===== src/design/dataMemPkg.sv =====
package dataMemPkg;

    // --------------------------------------------------
    // sizes
    // --------------------------------------------------

    // one data word
    localparam int DATA_WIDTH = 32;

    // byte address into 128 KiB
    localparam int ADDR_WIDTH = 17;

    // byte lanes per word, one bank each
    localparam int LANES = 4;

    // row index inside a single bank
    localparam int ROW_WIDTH = ADDR_WIDTH - 2;

    // --------------------------------------------------
    // types
    // --------------------------------------------------

    // funct3 load/store size codes, other values are undefined
    typedef enum logic [2:0] {
        SIZE_B  = 3'b000,
        SIZE_H  = 3'b001,
        SIZE_W  = 3'b010,
        SIZE_BU = 3'b100,
        SIZE_HU = 3'b101
    } memSize_e;

    // one access as presented by the core
    typedef struct packed {
        logic [ADDR_WIDTH-1:0] addr;
        memSize_e              size;
        logic [DATA_WIDTH-1:0] wdata;
        logic                  write;
    } memReq_t;

    // what a single byte bank needs for one cycle
    typedef struct packed {
        logic [ROW_WIDTH-1:0] row;
        logic [7:0]           data;
        logic                 en;
    } laneWrite_t;

endpackage


===== src/design/loadExtender.sv =====
`timescale 1ns/1ps

module loadExtender (
    input  logic [dataMemPkg::LANES-1:0][7:0]   bytes,
    input  logic [1:0]                          offset,
    input  dataMemPkg::memSize_e                size,
    output logic [dataMemPkg::DATA_WIDTH-1:0]   rdata
);

    import dataMemPkg::*;

    // --------------------------------------------------
    // lane to address order
    // --------------------------------------------------

    logic [LANES-1:0][1:0] laneSel;
    logic [LANES-1:0][7:0] ordered;
    logic [DATA_WIDTH-1:0] word;

    for (genvar k = 0; k < LANES; k++) begin : g_order

        // address byte k sits in lane (offset + k) mod 4
        assign laneSel[k] = 2'(k) + offset;
        assign ordered[k] = bytes[laneSel[k]];

    end

    assign word = ordered;

    // --------------------------------------------------
    // extension
    // --------------------------------------------------

    logic signBit8;
    logic signBit16;

    assign signBit8  = word[7];
    assign signBit16 = word[15];

    always_comb begin
        case (size)
            SIZE_W: begin
                rdata = word;
            end
            SIZE_H: begin
                rdata = {{(DATA_WIDTH-16){signBit16}}, word[15:0]};
            end
            SIZE_B: begin
                rdata = {{(DATA_WIDTH-8){signBit8}}, word[7:0]};
            end
            SIZE_HU: begin
                rdata = {{(DATA_WIDTH-16){1'b0}}, word[15:0]};
            end
            SIZE_BU: begin
                rdata = {{(DATA_WIDTH-8){1'b0}}, word[7:0]};
            end
            // undefined size code reads zero
            default: begin
                rdata = '0;
            end
        endcase
    end

endmodule


===== config.mk =====
export PLATFORM = sky130hd
export DESIGN_NAME = loadExtender
export DESIGN_NICKNAME = d
export VERILOG_FILES = /design/src/design/dataMemPkg.sv /design/src/design/loadExtender.sv
export SDC_FILE = /design/constraint.sdc
export NUM_CORES = 1
export LEC_CHECK = 0
export ABC_AREA = 0
export BUFFER_PORTS_ARGS = -buffer_cell sky130_fd_sc_hd__buf_2
export CAP_MARGIN = 10
export CELL_PAD_IN_SITES_DETAIL_PLACEMENT = 1
export CELL_PAD_IN_SITES_GLOBAL_PLACEMENT = 1
export CORE_MARGIN = 2
export CORE_UTILIZATION = 33
export DETAILED_ROUTE_END_ITERATION = 8
export GPL_ROUTABILITY_DRIVEN = 0
export PLACE_DENSITY = 0.95
export SYNTH_ARGS = -nofsm -noshare
export SYNTH_HDL_FRONTEND = slang
export SYNTH_SLANG_ARGS = --single-unit

===== constraint.sdc =====
create_clock -name vclk -period 2.65
set_input_delay 0.265 -clock vclk [all_inputs]
set_output_delay 0.265 -clock vclk [all_outputs]
set_load 0.005 [all_outputs]

==> flow_summary.yaml <==
logic_synthesis:
  synth-simple-area-share: 0.1585
  synth_xor_area_frac: 0.008216
  ys_warn_count: 0
  netlist_area_um2: 1066
  synth.area.top_cells: "mux2_2, a22oi_1, mux2i_1"
  synth_mux_area_frac: 0.3369
  synth_area_per_cell_um2: 7.669
  synth_top_family_by_area: "compound AO/OA/AOI/OAI gates"
  synth_cells: 139
  synth_top_area_cell: "mux2_2"
  synthAdderAreaFrac: 0
  synth_nets: 176
  ys_seq_area_frac: 0
  synth_compound_area_frac: 0.4073
  synth_top_area_share: 0.2430
  ys_types: 32
floorplan:
  initial_core_util: 0.3492
  dieHeight_um: 60.84
  die_x_um: 60.84
  io_pins: 69
  core_um2: 3053
  row_count: 20
  fp.dieArea_um2: 3701
place:
  place_inst: 240
  dp_hpwl_um: 2949
  io_buffers: 69
  place_area_um2: 1401
  dp_slack_ns: 0.4447
sta:
  slew-limit-headroom: 0.5449
  rsz0062_at_grt: "no"
  finalWorstSetupSlack_ns: 0.4407
  fmax_ghz: 0.4526
  tns_ns: 0
  worst_slew_pin_slew_ns: 0.6801
  final_max_slew_viol_count: 0
  hold_violations: 0
  period_share: 0.8337
  finalSetupViolations: 0
  fin_crit_ns: 2.209
global_route:
  antenna_found_initial: 0
  grt_use_total: 0.2054
  overflow: 0
  grt_pass1_vias: 1391
  grt_max_degree: 27
  grt_pass1_wl_um: 6037
critical_path:
  critPathBufInv: 3
  required_ns: 2.38
  cp_top_family: "buffers and inverters"
  crit_chain: "buf_2, clkinv_1, nor2_2, a22oi_1, a21oi_4, buf_2"
  crit_top_cell: "buf_2"
  crit_path_end_kind: "output pin"
  start_kind: "input pin"
  critPathArrivalTime_ns: 1.94
  critPathSlowestCell: "nor2_2"
  critical_path_class: "in2out"
  slowest_delay_ns: 0.54
  crit_path_max_fanout: 26
route:
  wl_per_cell_um: 15.63
  vias_per_cell: 5.625
  via_count: 1350
  drc: 0
  detail_route.iter0.violations: 38
  drt-total-wl_um: 3752
  final_antenna_net_count: 0
  first_pass_iters: 4
layout:
  diodes: 0
  nets: 235
  seqCellArea_um2: 0
  n_clock_buffer: 0
  fin_area_um2: 1401
  drive_above_1_share: 0.5663
  area_growth_syn_to_layout_pct: 31.46
  instances_no_fill: 240
  layout.sequential_cells: 0
power_and_ir_drop:
  ir_drop_v: 0.00007049
  power_mw: 0.2603
  cellLeakagePower_nw: 0.6533
  power_density_nw_per_um2: 185.7
clocking:
  cts-resized-gates: 0
  cts_hold_buf: 0
  post_cts_buffers: 0
outcome:
  status: "finished clean"
min_path:
  hold_class: "in2out"
run:
  drv_cap: 0
-- logic make-up after synthesis --
logic type / Yosys count
compound gates: 52
simple gates: 36
mux: 33
buf+inv: 17
xor+xnor: 1
-- routing by layer --
metal | vias to the layer above | global-route usage | part of all wire
met4 | 0 | 0.03416 | 0.0037
met5 | - | 0 | 0
li1 | 650 | - | -
met1 | 646 | 0.2516 | 0.41
met2 | 52 | 0.3948 | 0.53
met3 | 2 | 0.01279 | 0.056
-- cell type report --
class | instances | area [µm²]
inverter | 2 | 7.507
fill | 427 | 1652
timing repair buffer | 72 | 367.9
tap | 44 | 55.05
multi-input combinational | 122 | 970.9
-- final timing paths --
check / from / endpoint / slack, ns / cells after the start
max: offset[0] / rdata[25] / 0.44 / 6
min: size[1] / rdata[19] / 0.91 / 3
-- where the power goes --
group          switching, mW  internal, mW
sequential                 0             0
combinational          0.138         0.122
clock                      0             0
total                  0.138         0.122
-- layout by cell type (no fill, tap or decap), drive strengths merged --
cell type | synthesis | final
a22oi | 15 | 15
xnor2 | 1 | 1
o21bai | 1 | 1
buf | 11 | 72
a2111o | 1 | 1
mux2 | 23 | 23
nand2 | 15 | 15
or3 | 1 | 1
or2 | 1 | 1
nand2b | 1 | 1
o21ai | 1 | 1
nor2 | 13 | 13
a21boi | 1 | 1
a21oi | 16 | 16
and2 | 1 | 1
nor2b | 1 | 1
a211oi | 8 | 8
nand3 | 1 | 1
clkinv | 1 | 1
inv | 1 | 1
o32ai | 1 | 1
nand4b | 1 | 1
nand4bb | 1 | 1
o211ai | 1 | 1
mux2i | 10 | 10
o221ai | 7 | 7
-- per-stage QoR --
| stage | hold WS (ns) | utilization |
|---|---|---|
| 4_1_cts | 0.9123 | 0.4590 |
| 2_1_floorplan | 0.6086 | - |
| 3_3_place_gp | 0.9124 | 0.4590 |
| 6_report | 0.9146 | 0.4590 |
| 3_5_place_dp | 0.9114 | 0.4590 |
| 5_1_grt | 0.9518 | 0.4590 |
-- cells in the mapped netlist, drive strengths merged --
cell type	number
a2111o	1
a211oi	8
a21boi	1
a21oi	16
a22oi	15
and2	1
buf	11
clkbuf	4
clkinv	1
inv	1
mux2	23
mux2i	10
nand2	15
nand2b	1
nand3	1
nand4b	1
nand4bb	1
nor2	13
nor2b	1
o211ai	1
o21ai	1
o21bai	1
o221ai	7
o32ai	1
or2	1
or3	1
xnor2	1
No activity file was read; power rests on OpenSTA's default activity.
