File: src/design/dataMemPkg.sv
package dataMemPkg;

    // --------------------------------------------------
    // sizes
    // --------------------------------------------------

    // one data word
    localparam int DATA_WIDTH = 32;

    // byte address into 128 KiB
    localparam int ADDR_WIDTH = 17;

    // byte lanes per word, one bank each
    localparam int LANES = 4;

    // row index inside a single bank
    localparam int ROW_WIDTH = ADDR_WIDTH - 2;

    // --------------------------------------------------
    // types
    // --------------------------------------------------

    // funct3 load/store size codes, other values are undefined
    typedef enum logic [2:0] {
        SIZE_B  = 3'b000,
        SIZE_H  = 3'b001,
        SIZE_W  = 3'b010,
        SIZE_BU = 3'b100,
        SIZE_HU = 3'b101
    } memSize_e;

    // one access as presented by the core
    typedef struct packed {
        logic [ADDR_WIDTH-1:0] addr;
        memSize_e              size;
        logic [DATA_WIDTH-1:0] wdata;
        logic                  write;
    } memReq_t;

    // what a single byte bank needs for one cycle
    typedef struct packed {
        logic [ROW_WIDTH-1:0] row;
        logic [7:0]           data;
        logic                 en;
    } laneWrite_t;

endpackage

File: src/design/storeAligner.sv
`timescale 1ns/1ps

module storeAligner (
    input  dataMemPkg::memReq_t                        req,
    output dataMemPkg::laneWrite_t [dataMemPkg::LANES-1:0] lanes
);

    import dataMemPkg::*;

    // --------------------------------------------------
    // address split
    // --------------------------------------------------

    logic [ROW_WIDTH-1:0] baseRow;
    logic [ROW_WIDTH-1:0] nextRow;
    logic [1:0]           offset;

    assign baseRow = req.addr[ADDR_WIDTH-1:2];
    assign offset  = req.addr[1:0];

    // wraps to row zero past the top of the bank
    assign nextRow = baseRow + ROW_WIDTH'(1);

    // --------------------------------------------------
    // access width
    // --------------------------------------------------

    logic [2:0] numBytes;

    // unsigned load codes and undefined codes store nothing
    always_comb begin
        case (req.size)
            SIZE_B:  numBytes = 3'd1;
            SIZE_H:  numBytes = 3'd2;
            SIZE_W:  numBytes = 3'd4;
            default: numBytes = 3'd0;
        endcase
    end

    // --------------------------------------------------
    // lane mapping
    // --------------------------------------------------

    logic [LANES-1:0][7:0] storeBytes;
    logic [LANES-1:0][1:0] byteSel;
    logic [LANES-1:0]      wrapRow;
    logic [LANES-1:0]      covered;

    assign storeBytes = req.wdata;

    for (genvar i = 0; i < LANES; i++) begin : g_lane

        // lane i carries store byte (i - offset) mod 4
        assign byteSel[i] = 2'(i) - offset;

        // lanes below the offset belong to the following row
        assign wrapRow[i] = 2'(i) < offset;

        // only bytes inside the access width are written
        assign covered[i] = {1'b0, byteSel[i]} < numBytes;

        // read and write share the same row
        assign lanes[i].row  = wrapRow[i] ? nextRow : baseRow;
        assign lanes[i].data = storeBytes[byteSel[i]];
        assign lanes[i].en   = req.write & covered[i];

    end

endmodule

File: config.mk
export PLATFORM = sky130hd
export DESIGN_NAME = storeAligner
export DESIGN_NICKNAME = d
export VERILOG_FILES = /design/src/design/dataMemPkg.sv /design/src/design/storeAligner.sv
export SDC_FILE = /design/constraint.sdc
export NUM_CORES = 1
export LEC_CHECK = 0
export BUFFER_PORTS_ARGS = -buffer_cell sky130_fd_sc_hd__clkbuf_2
export CAP_MARGIN = 25
export CORE_MARGIN = 2
export CORE_UTILIZATION = 45
export DETAILED_ROUTE_END_ITERATION = 6
export MAX_ROUTING_LAYER = met4
export PLACE_DENSITY = 0.89
export SETUP_SLACK_MARGIN = 0.15
export SYNTH_ARGS = -nofsm -noshare
export SYNTH_HDL_FRONTEND = slang
export SYNTH_SLANG_ARGS = --single-unit
File: constraint.sdc
create_clock -name vclk -period 3
set_input_delay 0.15 -clock vclk [all_inputs]
set_output_delay 0.15 -clock vclk [all_outputs]
set_load 0.02 [all_outputs]
==> results of run 1 <==
[cells in the mapped netlist, drive strengths merged, types with 2 or more instances]
cell	count
nand2	21
a21oi	3
mux4	32
and2	2
nor3	2
ha	7
buf	36
nand3b	2
mux2	3
nand3	11
clkbuf	4
nand4	7
inv	4
xor2	9
nor2	10
nand2b	3
xnor2	33
o21a	3
nor4	3
and3	2
[critical path: stages]
cell and delay [ns]:
clkbuf_2 0.09, buf_4 0.44, ha_1 0.63, nand4_1 0.22, xnor2_1 0.20, clkbuf_2 0.19
[layout make-up]
type	instances	area [µm²]
Fill cell	368	1755
Tap cell	52	65.06
Inverter	4	15.01
Multi-Input combinational cell	161	1690
Timing Repair Buffer	152	768.2
[power by group]
group	internal (mW)	switching [mW]
Sequential	0	0
Combinational	0.213	0.308
Clock	0	0
Total	0.213	0.308
[metal layers]
| layer | track usage (%) | wire [µm] | up-vias |
|---|---|---|---|
| met5 | - | 0 | - |
| met4 | 0.4274 | 0 | 0 |
| met3 | 0.4329 | 238 | 0 |
| met2 | 37.63 | 2850 | 66 |
| met1 | 24.91 | 2033 | 966 |
| li1 | - | - | 963 |
[through the flow]
stage | area, µm² | cells | hold slack, ns
final | 2539 | 369 | 0.5915
after global routing | 2539 | 369 | 0.6077
after CTS | 2539 | 369 | 0.5916
after detailed placement | 2539 | 369 | 0.5909
after global placement | 2539 | 369 | 0.5900
after floorplan | 1977 | 205 | 0.4126
[cells by family after synthesis]
kind of cell,after synthesis,synth area share (%)
AOI/OAI and AO/OA,8,2.531
xor gates and xnor gates,42,18.61
adders and majority gates,7,4.430
and+or+nand+nor,69,21.77
buffers and inverters,44,14.49
muxes,35,38.16
[worst max-delay path by stage]
stage	from	end	slack, ns
2_1_floorplan	req[37]	lanes[48]	0.82
3_3_place_gp	req[36]	lanes[58]	0.98
3_5_place_dp	req[36]	lanes[70]	0.90
4_1_cts	req[36]	lanes[70]	0.89
5_1_grt	req[36]	lanes[70]	0.73
6_report	req[36]	lanes[70]	0.92
==> out/summary.txt, run 1 <==
P&R area growth vs syn = 28.42%
Peak Freq = 480.4 MHz
Place WS = 0.9010 ns
RSZ-0062 raised after global routing = false
# DRC = 0
final slew viol count = 0
share of layout cells above drive strength 1 = 61.83%
most common cell after layout, fill and taps aside = clkbuf_2
DRT Wirelength = 5.123 mm
minimum clock period = 2.082 ns
DIE WIDTH = 70.28 µm
# IOs = 149
GRT overflow = 0
worst vdd ir = 0.0001169 V
first-pass GRT wire length = 8.190 mm
clkbuf count = 0
post-synth top area share = 36.46%
Register Area = 0 µm²
vias in the first global route = 1774
Final period util = 69.38%
Starting Density = 46.04%
synth top area cells = mux4_2, xnor2_1, buf_4, ha_1, xor2_1
Crit path arrival time = 1.93 ns
buffers added on ports = 149
Avg Inst Size Synth = 9.643 µm²
post-synth top area cell = mux4_2
largest net degree at the start of global routing = 35
Crit. End Element = output port
Layout Utilization = 59.12%
DR iter-0 viols = 78
Seq cells = 0
most frequent cells in the layout = clkbuf_2, xnor2_1, mux4_2
Synth cell types = 37
Die ar. = 4939 µm²
Hold Crit Start = req[52]
antenna-violating nets left = 0
Min-Delay Path Depth = 2
Total GRT Usage = 19.83%
Cell Pwr Density = 205.3 nW/µm²
row count = 24
outcome = completed
RePlAce Congestion = 0.8648
vias = 1995
hpwl dp = 4.262 mm
Data required, critical path = 2.85 ns
final-report hold violation count = 0
Tightest Hold Check Type = primary input to output port
setup ws final = 0.9185 ns
critical path class = primary input to output port
drt via density = 5.407
register area share after synthesis = 0%
Worst Tran Pin Value = 0.7380 ns
DR pass1 iterations = 4
hold endpoint = lanes[95]
Leakage Power = 1.184 nW
syn nets = 265
final setup vio count = 0
startpoint types = primary input
TNS Setup = 0 ns
hold-fix buffers at CTS = 0
Die Height = 70.28 µm
synthesized instance count = 205
Netlist Area Pre-Place = 1977 µm²
Core Region = 4294 µm²
Syn. warnings = 0
Post-CTS Resized = 0
WL/cell = 13.88 µm
Max-Cap Viols = 0
Final nets = 379
# diodes = 0
initial antenna violation count = 0
crit path max fanout = 34
total power = 521.2 µW
Slew Limit Headroom = 50.80%
Post-CTS Setup Bufs = 0
Power figures use the tool's default switching activity.
==> inputs of run 2 (changes only) <==
--- a/config.mk
+++ b/config.mk
@@ -8,10 +8,10 @@
 export BUFFER_PORTS_ARGS = -buffer_cell sky130_fd_sc_hd__clkbuf_2
 export CAP_MARGIN = 25
 export CORE_MARGIN = 2
-export CORE_UTILIZATION = 45
+export CORE_UTILIZATION = 39
 export DETAILED_ROUTE_END_ITERATION = 6
 export MAX_ROUTING_LAYER = met4
-export PLACE_DENSITY = 0.89
+export PLACE_DENSITY = 0.82
 export SETUP_SLACK_MARGIN = 0.15
 export SYNTH_ARGS = -nofsm -noshare
 export SYNTH_HDL_FRONTEND = slang
==> constraint.sdc (replaced) <==
create_clock -name vclk -period 1.7
set_input_delay 0.085 -clock vclk [all_inputs]
set_output_delay 0.085 -clock vclk [all_outputs]
set_load 0.02 [all_outputs]
==> out/summary.txt, run 2 (synthesis gave the netlist of run 1 again) <==
drt via density = 5.291 (-2.1%)
Slew Limit Headroom = 77.95% (+27 points)
WL/cell = 14.47 µm (+4.2%)
antenna-violating nets left = 0 (unchanged)
vias in the first global route = 1733 (-2.3%)
P&R area growth vs syn = 36.58%
DR iter-0 viols = 81 (+3.8%)
hpwl dp = 4.775 mm (+12%)
# fillers = 476 (+29%)
part of the power in registers = 0% (unchanged)
Multi-input gate area = 1725 µm² (+2.1%)
Min-Delay Path Depth = 2 (unchanged)
Tightest Hold Check Type = primary input to output port
crit path max fanout = 17 (-50%)
Final nets = 390 (+2.9%)
RePlAce Congestion = 0.8538 (-1.3%)
largest net degree at the start of global routing = 35 (unchanged)
highest metal used = met4
Leakage Power = 1.243 nW (+4.9%)
DIE WIDTH = 75.20 µm (+7.0%)
clkbuf count = 0 (unchanged)
Final period util = 89.28%
Core Region = 4817 µm² (+12%)
sw frac = 57.42% (-1.6 points)
WL met3 = 301 µm (+26%)
Max-Cap Viols = 0 (unchanged)
most frequent cells in the layout = clkbuf_2, xnor2_1, mux4_2
Crit path arrival time = 1.43 ns (-0.50 ns)
most common cell after layout, fill and taps aside = clkbuf_2
Hold Crit Start = req[52]
hold endpoint = lanes[95]
Worst Tran Pin Value = 0.3277 ns (-0.4103 ns)
M1 wire length = 2.216 mm (+9.0%)
Data required, critical path = 1.62 ns (-1.23 ns)
Net Switching = 558.5 µW (+81%)
# diodes = 0 (unchanged)
share of layout cells above drive strength 1 = 65.85% (+4.0 points)
buffers added on ports = 149 (unchanged)
row count = 25 (+4.2%)
worst vdd ir = 0.0001960 V (+68%)
vias = 2090 (+4.8%)
final setup vio count = 0 (unchanged)
initial antenna violation count = 0 (unchanged)
Crit. End Element = output port
Int Power = 414.2 µW (+94%)
Cell Pwr Density = 360.2 nW/µm² (+75%)
Clock Power Share = 0% (unchanged)
worst setup path start = req[36]
Die Height = 75.20 µm (+7.0%)
final-report hold violation count = 0 (unchanged)
outcome = completed
final slew viol count = 0 (unchanged)
GRT overflow = 0 (unchanged)
TNS Setup = 0 ns (unchanged)
minimum clock period = 1.518 ns
Total GRT Usage = 18.57% (-1.3 points)
combinational fraction of design power = 100.0% (about the same)
critical path class = primary input to output port
DR pass1 iterations = 4 (unchanged)
RSZ-0062 raised after global routing = true
startpoint types = primary input
Peak Freq = 658.9 MHz
Die ar. = 5654 µm² (+14%)
hold-fix buffers at CTS = 0 (unchanged)
Seq cells = 0 (unchanged)
Starting Density = 41.04% (-5.0 points)
first-pass GRT wire length = 8.231 mm (+0.50%)
# DRC = 0 (unchanged)
DRT Wirelength = 5.715 mm (+12%)
# IOs = 149 (unchanged)
total power = 972.7 µW (+87%)
Register Area = 0 µm² (unchanged)
met2 routed WL = 3.174 mm (+11%)
-- run 2: changes by cell type in the layout (fill, tap and decap cells not counted), moves of 2 or more --
cell,before,now
ha_1,7,4
buf_2,0,2
inv_1,4,1
ha_4,0,2
inv_4,0,2
buf_4,3,12
clkbuf_2,149,147
-- run 2: worst max path at each step --
| stage | end | slack (ns) | cells after the start |
|---|---|---|---|
| 2_1_floorplan | lanes[48] | 0.14 | 10 |
| 3_3_place_gp | lanes[58] | 0.16 | 6 |
| 3_5_place_dp | lanes[47] | 0.13 | 7 |
| 4_1_cts | lanes[48] | 0.17 | 8 |
| 5_1_grt | lanes[48] | 0.11 | 8 |
| 6_report | lanes[53] | 0.18 | 5 |
-- run 2: timing repair --
| item | in CTS | in global routing |
|---|---|---|
| setup endpoints to repair | 8 | 18 |
| pin swaps | 2 | 2 |
| gates resized for setup | 1 | 5 |
| buffers inserted | 3 | 2 |
-- run 2: power groups by stage --
stage | combinational [mW] | clock (mW) | sequential (mW)
after global placement | 0.940 | 0 | 0
after floorplan | 0.696 | 0 | 0
after detailed placement | 0.958 | 0 | 0
after global routing | 1.04 | 0 | 0
final | 0.973 | 0 | 0
after CTS | 0.971 | 0 | 0
-- run 2: area by class of cell --
cell class | count | area share (%)
well taps | 67 | 3.105
inverters | 4 | 0.7414
repair buffers | 163 | 32.25
multi-input cells | 161 | 63.90
-- run 2: stage by stage --
step           hold slack (ns)  util [%]  cells  instance area (µm²)  worst slack [ns]
4_1_cts                 0.4841     55.56    393                 2676            0.1711
6_report                0.4796     56.05    395                 2700            0.1823
3_3_place_gp            0.4864     55.01    390                 2650            0.1638
2_1_floorplan           0.2826         -    205                 2064            0.1380
5_1_grt                 0.4960     56.05    395                 2700            0.1136
3_5_place_dp            0.4837     55.01    390                 2650            0.1276
-- run 2: per-layer routing --
| metal | global-route usage, % | vias to the layer above |
|---|---|---|
| met5 | - | - |
| met4 | 1.365 | 0 |
| met3 | 0.5355 | 4 |
| met2 | 33.72 | 94 |
| met1 | 24.17 | 1001 |
| li1 | - | 991 |
-- run 2: worst max-delay path: stages --
cell and delay (ns):
clkbuf_2 0.14, inv_4 0.06, ha_4 0.42, mux4_2 0.55
clkbuf_2 0.17
